==> src/rv_config.svh <==
`ifndef RV_CONFIG_SVH
`define RV_CONFIG_SVH

// data path width
`define XLEN 32

// register index width
`define REG_ADDR_W 5

// architectural registers x0..x31
`define NUM_REGS 32

// word address on both memory ports
`define WORD_ADDR_W 30

// first fetch address after reset
`define RESET_PC 32'h0000_0000

`endif

==> src/rvPkg.sv <==
`default_nettype none

package rvPkg;

    // major opcodes of the supported subset
    typedef enum logic [6:0] {
        opLoad   = 7'b0000011,
        opImm    = 7'b0010011,
        opStore  = 7'b0100011,
        opOp     = 7'b0110011,
        opBranch = 7'b1100011,
        opJal    = 7'b1101111
    } opcodeT;

    typedef enum logic [3:0] {
        aluAdd = 4'd0,
        aluSub = 4'd1,
        aluAnd = 4'd2,
        aluOr  = 4'd3,
        aluXor = 4'd4,
        aluSlt = 4'd5,
        aluSll = 4'd6,
        aluSrl = 4'd7,
        aluSra = 4'd8
    } aluOpT;

    typedef enum logic [1:0] {
        fwdNone = 2'd0,  // value from the register file
        fwdMem  = 2'd1,  // result of the instruction in memory
        fwdWb   = 2'd2   // result being written back
    } fwdSelT;

endpackage

`default_nettype wire

==> src/rvAlu.sv <==
`timescale 1ns/1ps
`default_nettype none
`include "rv_config.svh"

module rvAlu (
    input  wire  [`XLEN-1:0] opA,
    input  wire  [`XLEN-1:0] opB,
    input  var rvPkg::aluOpT aluOp,
    output logic [`XLEN-1:0] result
);
    logic [4:0] shamt;
    logic       lessThan;

    assign shamt    = opB[4:0];
    assign lessThan = $signed(opA) < $signed(opB);

    always_comb begin
        case (aluOp)
            rvPkg::aluAdd: result = opA + opB;
            rvPkg::aluSub: result = opA - opB;
            rvPkg::aluAnd: result = opA & opB;
            rvPkg::aluOr:  result = opA | opB;
            rvPkg::aluXor: result = opA ^ opB;
            rvPkg::aluSlt: result = {{(`XLEN-1){1'b0}}, lessThan};
            rvPkg::aluSll: result = opA << shamt;
            rvPkg::aluSrl: result = opA >> shamt;
            rvPkg::aluSra: result = $signed(opA) >>> shamt;  // sign fill
            default:       result = '0;
        endcase
    end

endmodule

`default_nettype wire

==> src/rvCore.sv <==
`timescale 1ns/1ps
`default_nettype none
`include "rv_config.svh"

module rvCore (
    input  wire                     clk,
    input  wire                     rst_n,
    output logic [`WORD_ADDR_W-1:0] imemAddr,
    input  wire  [`XLEN-1:0]        imemData,
    output logic                    dmemRen,
    output logic                    dmemWen,
    output logic [`WORD_ADDR_W-1:0] dmemAddr,
    output logic [`XLEN-1:0]        dmemWdata,
    input  wire  [`XLEN-1:0]        dmemRdata
);
    logic [`XLEN-1:0]       pc, ifIdInstr, ifIdPc;
    logic                   decRegWrite, decMemRead, decMemWrite, decAluSrcImm;
    logic                   decBranch, decJump, decBranchNe, decTaken;
    rvPkg::aluOpT           decAluOp;
    logic [`XLEN-1:0]       decImm, rfData1, rfData2, decOpA, decOpB, decTarget;
    logic [`REG_ADDR_W-1:0] decRs1, decRs2, decRd;
    logic                   stallFront, flushFetch;
    rvPkg::fwdSelT          fwdExA, fwdExB, fwdDecA, fwdDecB;
    logic                   idExRegWrite, idExMemRead, idExMemWrite, idExJump, idExAluSrcImm;
    rvPkg::aluOpT           idExAluOp;
    logic [`XLEN-1:0]       idExRs1Data, idExRs2Data, idExImm, idExLink;
    logic [`REG_ADDR_W-1:0] idExRs1, idExRs2, idExRd;
    logic [`XLEN-1:0]       exOpA, exRs2Fwd, exOpB, exResult;
    logic                   exMemRegWrite, exMemMemRead, exMemMemWrite, exMemJump;
    logic [`XLEN-1:0]       exMemAluResult, exMemStoreData, exMemLink, memFwdData;
    logic [`REG_ADDR_W-1:0] exMemRd, memWbRd;
    logic                   memWbRegWrite, memWbMemRead;
    logic [`XLEN-1:0]       memWbLoadData, memWbResult, wbData;

    function automatic logic [`XLEN-1:0] fwdMux(input rvPkg::fwdSelT sel,
                                               input logic [`XLEN-1:0] regVal,
                                               input logic [`XLEN-1:0] memVal,
                                               input logic [`XLEN-1:0] wbVal);
        case (sel)
            rvPkg::fwdMem: return memVal;
            rvPkg::fwdWb:  return wbVal;
            default:       return regVal;
        endcase
    endfunction

    assign imemAddr = pc[`WORD_ADDR_W+1:2];

    always_ff @(posedge clk) begin
        if (!rst_n) begin
            pc        <= `RESET_PC;
            ifIdInstr <= '0;
        end else if (!stallFront) begin
            pc        <= flushFetch ? decTarget : pc + 4;
            ifIdInstr <= flushFetch ? '0 : imemData;  // zero word decodes as bubble
        end
    end

    always_ff @(posedge clk) begin
        if (!stallFront) begin
            ifIdPc <= pc;
        end
    end

    rvDecoder decoder_i (
        .instr(ifIdInstr), .regWrite(decRegWrite), .memRead(decMemRead),
        .memWrite(decMemWrite), .aluSrcImm(decAluSrcImm), .branch(decBranch),
        .jump(decJump), .branchNe(decBranchNe), .aluOp(decAluOp), .imm(decImm),
        .rs1(decRs1), .rs2(decRs2), .rd(decRd)
    );

    rvRegFile regFile_i (
        .clk(clk), .rst_n(rst_n), .rs1(decRs1), .rs2(decRs2), .rd(memWbRd),
        .writeEn(memWbRegWrite), .writeData(wbData),
        .readData1(rfData1), .readData2(rfData2)
    );

    rvHazardUnit hazard_i (
        .decRs1(decRs1), .decRs2(decRs2), .exRs1(idExRs1), .exRs2(idExRs2),
        .exRd(idExRd), .memRd(exMemRd), .wbRd(memWbRd),
        .exRegWrite(idExRegWrite), .exMemRead(idExMemRead),
        .memRegWrite(exMemRegWrite), .memMemRead(exMemMemRead),
        .wbRegWrite(memWbRegWrite), .decBranch(decBranch), .decTaken(decTaken),
        .stallFront(stallFront), .flushFetch(flushFetch),
        .fwdExA(fwdExA), .fwdExB(fwdExB), .fwdDecA(fwdDecA), .fwdDecB(fwdDecB)
    );

    // branch resolved in decode
    assign decOpA    = fwdMux(fwdDecA, rfData1, memFwdData, wbData);
    assign decOpB    = fwdMux(fwdDecB, rfData2, memFwdData, wbData);
    assign decTaken  = decJump || (decBranch && ((decOpA == decOpB) != decBranchNe));
    assign decTarget = ifIdPc + decImm;

    always_ff @(posedge clk) begin
        if (!rst_n || stallFront) begin
            {idExRegWrite, idExMemRead, idExMemWrite, idExJump} <= '0;  // bubble
        end else begin
            {idExRegWrite, idExMemRead, idExMemWrite, idExJump} <=
                {decRegWrite, decMemRead, decMemWrite, decJump};
        end
    end

    always_ff @(posedge clk) begin
        idExAluOp     <= decAluOp;
        idExAluSrcImm <= decAluSrcImm;
        idExRs1Data   <= rfData1;
        idExRs2Data   <= rfData2;
        idExImm       <= decImm;
        idExLink      <= ifIdPc + 4;
        {idExRs1, idExRs2, idExRd} <= {decRs1, decRs2, decRd};
    end

    assign exOpA    = fwdMux(fwdExA, idExRs1Data, memFwdData, wbData);
    assign exRs2Fwd = fwdMux(fwdExB, idExRs2Data, memFwdData, wbData);
    assign exOpB    = idExAluSrcImm ? idExImm : exRs2Fwd;

    rvAlu alu_i (.opA(exOpA), .opB(exOpB), .aluOp(idExAluOp), .result(exResult));

    always_ff @(posedge clk) begin
        if (!rst_n) begin
            {exMemRegWrite, exMemMemRead, exMemMemWrite, exMemJump} <= '0;
        end else begin
            {exMemRegWrite, exMemMemRead, exMemMemWrite, exMemJump} <=
                {idExRegWrite, idExMemRead, idExMemWrite, idExJump};
        end
    end

    always_ff @(posedge clk) begin
        exMemAluResult <= exResult;
        exMemStoreData <= exRs2Fwd;
        exMemLink      <= idExLink;
        exMemRd        <= idExRd;
    end

    assign dmemRen    = exMemMemRead;
    assign dmemWen    = exMemMemWrite;
    assign dmemAddr   = exMemAluResult[`WORD_ADDR_W+1:2];
    assign dmemWdata  = exMemStoreData;
    assign memFwdData = exMemJump ? exMemLink : exMemAluResult;  // jal forwards its link

    always_ff @(posedge clk) begin
        if (!rst_n) begin
            {memWbRegWrite, memWbMemRead} <= '0;
        end else begin
            {memWbRegWrite, memWbMemRead} <= {exMemRegWrite, exMemMemRead};
        end
    end

    always_ff @(posedge clk) begin
        memWbLoadData <= dmemRdata;
        memWbResult   <= memFwdData;
        memWbRd       <= exMemRd;
    end

    assign wbData = memWbMemRead ? memWbLoadData : memWbResult;

    oneDmemOp: assert property (@(posedge clk) disable iff (!rst_n) !(dmemRen && dmemWen))
        else $error("dmemRen and dmemWen high together");

endmodule

`default_nettype wire

==> src/rvDecoder.sv <==
`timescale 1ns/1ps
`default_nettype none
`include "rv_config.svh"

module rvDecoder (
    input  wire  [`XLEN-1:0]       instr,
    output logic                   regWrite,
    output logic                   memRead,
    output logic                   memWrite,
    output logic                   aluSrcImm,
    output logic                   branch,
    output logic                   jump,
    output logic                   branchNe,
    output rvPkg::aluOpT           aluOp,
    output logic [`XLEN-1:0]       imm,
    output logic [`REG_ADDR_W-1:0] rs1,
    output logic [`REG_ADDR_W-1:0] rs2,
    output logic [`REG_ADDR_W-1:0] rd
);
    rvPkg::opcodeT    opcode;
    logic [2:0]       funct3;
    logic [`XLEN-1:0] iImm, sImm, bImm, jImm;

    function automatic rvPkg::aluOpT aluSel(input logic [2:0] f3, input logic alt);
        case (f3)
            3'b000:  return alt ? rvPkg::aluSub : rvPkg::aluAdd;
            3'b001:  return rvPkg::aluSll;
            3'b010:  return rvPkg::aluSlt;
            3'b100:  return rvPkg::aluXor;
            3'b101:  return alt ? rvPkg::aluSra : rvPkg::aluSrl;
            3'b110:  return rvPkg::aluOr;
            3'b111:  return rvPkg::aluAnd;
            default: return rvPkg::aluAdd;
        endcase
    endfunction

    assign opcode = rvPkg::opcodeT'(instr[6:0]);
    assign funct3 = instr[14:12];
    assign iImm   = {{20{instr[31]}}, instr[31:20]};
    assign sImm   = {{20{instr[31]}}, instr[31:25], instr[11:7]};
    assign bImm   = {{20{instr[31]}}, instr[7], instr[30:25], instr[11:8], 1'b0};
    assign jImm   = {{12{instr[31]}}, instr[19:12], instr[20], instr[30:21], 1'b0};

    always_comb begin
        {regWrite, memRead, memWrite, aluSrcImm, branch, jump, branchNe} = '0;
        aluOp = rvPkg::aluAdd;  // address and default add
        imm   = '0;
        rs1   = '0;
        rs2   = '0;
        rd    = '0;
        case (opcode)
            rvPkg::opOp: begin
                {regWrite, rs1, rs2, rd} = {1'b1, instr[19:15], instr[24:20], instr[11:7]};
                aluOp = aluSel(funct3, instr[30]);
            end
            rvPkg::opImm: begin
                {regWrite, aluSrcImm, rs1, rd, imm} = {2'b11, instr[19:15], instr[11:7], iImm};
                aluOp = aluSel(funct3, instr[30] && funct3 == 3'b101);  // only srai
            end
            rvPkg::opLoad: begin
                {regWrite, memRead, aluSrcImm} = 3'b111;
                {rs1, rd, imm} = {instr[19:15], instr[11:7], iImm};
            end
            rvPkg::opStore: begin
                {memWrite, aluSrcImm} = 2'b11;
                {rs1, rs2, imm} = {instr[19:15], instr[24:20], sImm};
            end
            rvPkg::opBranch: begin
                if (funct3[2:1] == 2'b00) begin  // beq, bne
                    {branch, branchNe} = {1'b1, funct3[0]};
                    {rs1, rs2, imm} = {instr[19:15], instr[24:20], bImm};
                end
            end
            rvPkg::opJal: begin
                {regWrite, jump, rd, imm} = {2'b11, instr[11:7], jImm};
            end
            default: ;
        endcase
    end

endmodule

`default_nettype wire

==> src/rvHazardUnit.sv <==
`timescale 1ns/1ps
`default_nettype none
`include "rv_config.svh"

module rvHazardUnit (
    input  wire [`REG_ADDR_W-1:0] decRs1,
    input  wire [`REG_ADDR_W-1:0] decRs2,
    input  wire [`REG_ADDR_W-1:0] exRs1,
    input  wire [`REG_ADDR_W-1:0] exRs2,
    input  wire [`REG_ADDR_W-1:0] exRd,
    input  wire [`REG_ADDR_W-1:0] memRd,
    input  wire [`REG_ADDR_W-1:0] wbRd,
    input  wire                   exRegWrite,
    input  wire                   exMemRead,
    input  wire                   memRegWrite,
    input  wire                   memMemRead,
    input  wire                   wbRegWrite,
    input  wire                   decBranch,
    input  wire                   decTaken,
    output logic                  stallFront,
    output logic                  flushFetch,
    output rvPkg::fwdSelT         fwdExA,
    output rvPkg::fwdSelT         fwdExB,
    output rvPkg::fwdSelT         fwdDecA,
    output rvPkg::fwdSelT         fwdDecB
);
    logic loadUse;
    logic branchOnEx;
    logic branchOnMemLoad;

    function automatic logic srcHit(input logic [`REG_ADDR_W-1:0] dst,
                                    input logic [`REG_ADDR_W-1:0] srcA,
                                    input logic [`REG_ADDR_W-1:0] srcB);
        return dst != '0 && (dst == srcA || dst == srcB);
    endfunction

    // memory stage wins over writeback, x0 never forwarded
    function automatic rvPkg::fwdSelT pickFwd(input logic [`REG_ADDR_W-1:0] src,
                                              input logic memWr,
                                              input logic [`REG_ADDR_W-1:0] mRd,
                                              input logic wbWr,
                                              input logic [`REG_ADDR_W-1:0] wRd);
        if (memWr && mRd != '0 && mRd == src) return rvPkg::fwdMem;
        if (wbWr && wRd != '0 && wRd == src) return rvPkg::fwdWb;
        return rvPkg::fwdNone;
    endfunction

    assign fwdExA  = pickFwd(exRs1, memRegWrite, memRd, wbRegWrite, wbRd);
    assign fwdExB  = pickFwd(exRs2, memRegWrite, memRd, wbRegWrite, wbRd);
    assign fwdDecA = pickFwd(decRs1, memRegWrite, memRd, 1'b0, wbRd);  // wb via RF bypass
    assign fwdDecB = pickFwd(decRs2, memRegWrite, memRd, 1'b0, wbRd);

    assign loadUse         = exMemRead && srcHit(exRd, decRs1, decRs2);
    assign branchOnEx      = decBranch && exRegWrite && srcHit(exRd, decRs1, decRs2);
    assign branchOnMemLoad = decBranch && memMemRead && srcHit(memRd, decRs1, decRs2);

    assign stallFront = loadUse || branchOnEx || branchOnMemLoad;
    assign flushFetch = decTaken && !stallFront;  // compare is stale while stalled

endmodule

`default_nettype wire

==> src/rvRegFile.sv <==
`timescale 1ns/1ps
`default_nettype none
`include "rv_config.svh"

module rvRegFile (
    input  wire                    clk,
    input  wire                    rst_n,
    input  wire  [`REG_ADDR_W-1:0] rs1,
    input  wire  [`REG_ADDR_W-1:0] rs2,
    input  wire  [`REG_ADDR_W-1:0] rd,
    input  wire                    writeEn,
    input  wire  [`XLEN-1:0]       writeData,
    output logic [`XLEN-1:0]       readData1,
    output logic [`XLEN-1:0]       readData2
);
    logic [`XLEN-1:0] regs [`NUM_REGS];
    logic             doWrite;

    assign doWrite   = writeEn && rd != '0;  // x0 stays zero
    assign readData1 = (doWrite && rd == rs1) ? writeData : regs[rs1];
    assign readData2 = (doWrite && rd == rs2) ? writeData : regs[rs2];

    always_ff @(posedge clk) begin
        if (!rst_n) begin
            for (int i = 0; i < `NUM_REGS; i++) begin
                regs[i] <= '0;
            end
        end else if (doWrite) begin
            regs[rd] <= writeData;
        end
    end

    x0ReadsZero: assert property (@(posedge clk) disable iff (!rst_n)
        (rs1 != '0 || readData1 == '0) && (rs2 != '0 || readData2 == '0))
        else $error("x0 read returned a nonzero value");

endmodule

`default_nettype wire

==> config.mk <==
export PLATFORM = sky130hd
export DESIGN_NAME = rvCore
export DESIGN_NICKNAME = d
export VERILOG_FILES = /design/src/rvPkg.sv /design/src/rvAlu.sv /design/src/rvCore.sv /design/src/rvDecoder.sv /design/src/rvHazardUnit.sv /design/src/rvRegFile.sv
export VERILOG_INCLUDE_DIRS = /design/src
export SDC_FILE = /design/constraint.sdc
export NUM_CORES = 2
export LEC_CHECK = 0
export BUFFER_PORTS_ARGS = -buffer_cell sky130_fd_sc_hd__buf_2
export CAP_MARGIN = 20
export CORE_UTILIZATION = 49
export DETAILED_ROUTE_END_ITERATION = 16
export GPL_ROUTABILITY_DRIVEN = 0
export PLACE_DENSITY = 0.61
export SYNTH_ARGS = -nofsm -noshare
export SYNTH_HDL_FRONTEND = slang
export SYNTH_HIERARCHICAL = 1
export SYNTH_SLANG_ARGS = --single-unit
export TNS_END_PERCENT = 1
==> constraint.sdc <==
create_clock -name clk -period 10.8 [get_ports clk]
set_clock_uncertainty 0.2 [all_clocks]
set_input_delay 1.62 -clock clk [delete_from_list [all_inputs] [get_ports clk]]
set_output_delay 1.62 -clock clk [all_outputs]
set_load 0.02 [all_outputs]
==> metrics <==
Max stage delay on crit path=0.92 ns; PwrDens=~160 nW/um2; P_leak=0.0325 uW; layout cells sized above 1=21.9%; Worst-Margin Slew=1.26 ns; fillers=around 13000; Synth cell types=109; Yosys warnings=6; #FFs+latches synth=1448; HP Start=idExLink[15]; clock-pin slew on the worst setup and hold paths=0.07 ns; crit path kind=register to register; total clock sinks=1448; initial antenna violation count=41; CTS Root Cell=clkbuf_16; first-pass GRT wire length=426000 um; DR iter-0 viols=10275; Critical Path Source=ifIdInstr[5]; most frequent cells in the layout=edfxtp_1, and2_1, mux4_2; layout net count=6641; Synth-to-Final Area Change=9.99%; Vias/cell=6.82; MaxCap Viol Count=0; status=complete, no violations; Slew HR=approximately 16%; ys flop type=edfxtp_1; clock latency on the worst-skew pair=0.84 ns; Clock H-tree levels=4; die width=slightly above 400 um; worst ir drop on vdd=0.181 mV; worst hold margin=0.125 ns; CP max stage cell=nor4_1; final setup TNS=0 ns; Avg Cell Area, Syn=12.2 um2; EDFF count, synth=around 1100; Overflow after GRT=0; detailed placement HPWL=201000 um; Setup-failing EPs final=0; Startpoint Class=register; Post-DRT Antenna Nets=0; fmax=0.112 GHz; post-synthesis cell count=6564; most common cell after layout, fill and taps aside=edfxtp_1; RSZ-0062 raised after global routing=no; CP arrival=roughly 9.4 ns; Min Clock Period, post-route=8.90 ns; total die area=166000 um2; crit end category=register; final hold vios=0; Synth async-reset ratio=0%; worst min-delay path class=register to register; largest net degree at the start of global routing=between 70 and 80; Crit Path Max Fanout=52; CTS resizes=0; CP required=11.35 ns; # DRC=0; DRT Pass-1 Iters=9; Synth Cell Area=80400 um2; worst reg2reg path startpoint=ifIdInstr[5]; Final Util=54.3%; count of input and output buffers=between 150 and 200; Setup Fix Bufs, Post-CTS=0; CTS Hold Bufs=0; Reg area=39600 um2; vias in the first global route=56537; Max Slew Vio Count=0; Multi-input gate area=37900 um2; total number of vias=about 60000; I/O Pins=160; WL final=306000 um; core box area=163000 um2; CTS tree=done; CTS max path bufs=3; cell mode on critical path=buf_4; DR WL/cell=35.0 um; CTS Buf Count=around 160; Initial Utilization=49.4%; final worst path period share=82.4%; die height=407 um; sequential area share after synthesis=49.2%; row cnt=about 150; All-Layer GR Usage=36.6%
## stage by stage
step / power, uW / std cells / instance area [um2] / worst slack (ns)
floorplan: 7690 / 6596 / 80500 / 4.90
global placement: 8570 / 8442 / 83000 / 2.08
detailed placement: 8590 / 8444 / 83000 / 2.05
CTS: 14100 / 8734 / 88300 / 2.01
global route: 14400 / 8740 / 88400 / 1.80
finish: 14100 / 8754 / 88400 / 1.90
## area by class of cell
cell class | instances | share of cell area [%]
antenna | 16 | 0.0453
clock buffer | 204 | 4.91
clock inverter | 86 | 1.06
inverter | 120 | 0.510
multi-input combinational | 4352 | 42.9
sequential | 1448 | 44.7
tap | 2175 | 3.08
timing repair buffer | 353 | 2.80
## synth_stat cells (75+ instances only)
cell type	number	area, um2
edfxtp_1	1056	31700
mux2_2	166	1870
nand2_1	320	1200
a22oi_1	143	1070
a21oi_1	193	966
ha_1	138	1730
clkbuf_1	404	1520
buf_2	106	531
inv_1	116	435
mux4_2	541	12200
xnor2_1	84	736
o21ai_0	285	1430
nor3_1	77	385
o22ai_1	268	1680
dfxtp_1	392	7850
nand3_1	75	375
and2_1	1011	6320
nor2_1	245	920
buf_4	112	841
## kinds of logic after synthesis
logic type | Yosys count | synth area share (%)
AO/OA/AOI/OAI | 1270 | 10.4
XOR/XNOR | 136 | 1.48
adder cells (fa/ha/maj) | 141 | 2.22
buffers and inverters | 796 | 4.50
flip-flops | 1448 | 49.2
multiplexers | 783 | 18.4
other | 2 | 0.00934
AND/OR/NAND/NOR | 1988 | 13.7
## routing by layer
layer | share of wire (%) | routed length [um] | GRT usage, % | vias to the layer above
met3 | 14 | 42400 | 11.4 | 831
met4 | 6.3 | 19300 | 20.0 | 14
met1 | 37 | 114000 | 49.5 | 30017
met2 | 43 | 130000 | 52.4 | 4360
li1 | - | - | - | 24512
met5 | 0.032 | 98 | 0 | -
## where the power goes
| part | total, uW | internal (uW) | switching (uW) |
|---|---|---|---|
| combinational | 2270 | 622 | 1650 |
| sequential | 6320 | 6170 | 143 |
| clock | 5540 | 3160 | 2390 |
## worst max-delay path, delay by kind of cell, from the launching register on
kind	cells	cell delay, ns
DFF	1	0.56
buffers and inverters	4	1.55
and+or+nand+nor	13	4.60
AOI/OAI and AO/OA	5	1.03
xor gates and xnor gates	2	0.41
muxes	1	0.35
## flip-flops by register name, indices dropped and copies added (netlist names), 4 cells and up
| name | cells |
|---|---|
| dmemWdata | 32 |
| exMemAluResult | 32 |
| exMemLink | 32 |
| exMemRd | 5 |
| idExAluOp | 4 |
| idExImm | 32 |
| idExLink | 32 |
| idExRd | 5 |
| idExRs1 | 5 |
| idExRs1Data | 32 |
| idExRs2 | 5 |
| idExRs2Data | 32 |
| ifIdInstr | 32 |
| ifIdPc | 32 |
| memWbLoadData | 32 |
| memWbRd | 5 |
| memWbResult | 32 |
| pc | 32 |
| regFile_i/regs | 1024 |
## worst paths after layout
kind | depth (start not counted) | end | slack [ns]
max | 25 | pc[22] | 1.90
min | 0 | exMemLink[15] | 0.12
max reg2reg | 25 | pc[22] | 1.90
min reg2reg | 0 | exMemLink[15] | 0.12
No activity file was read; power rests on OpenSTA's default activity.
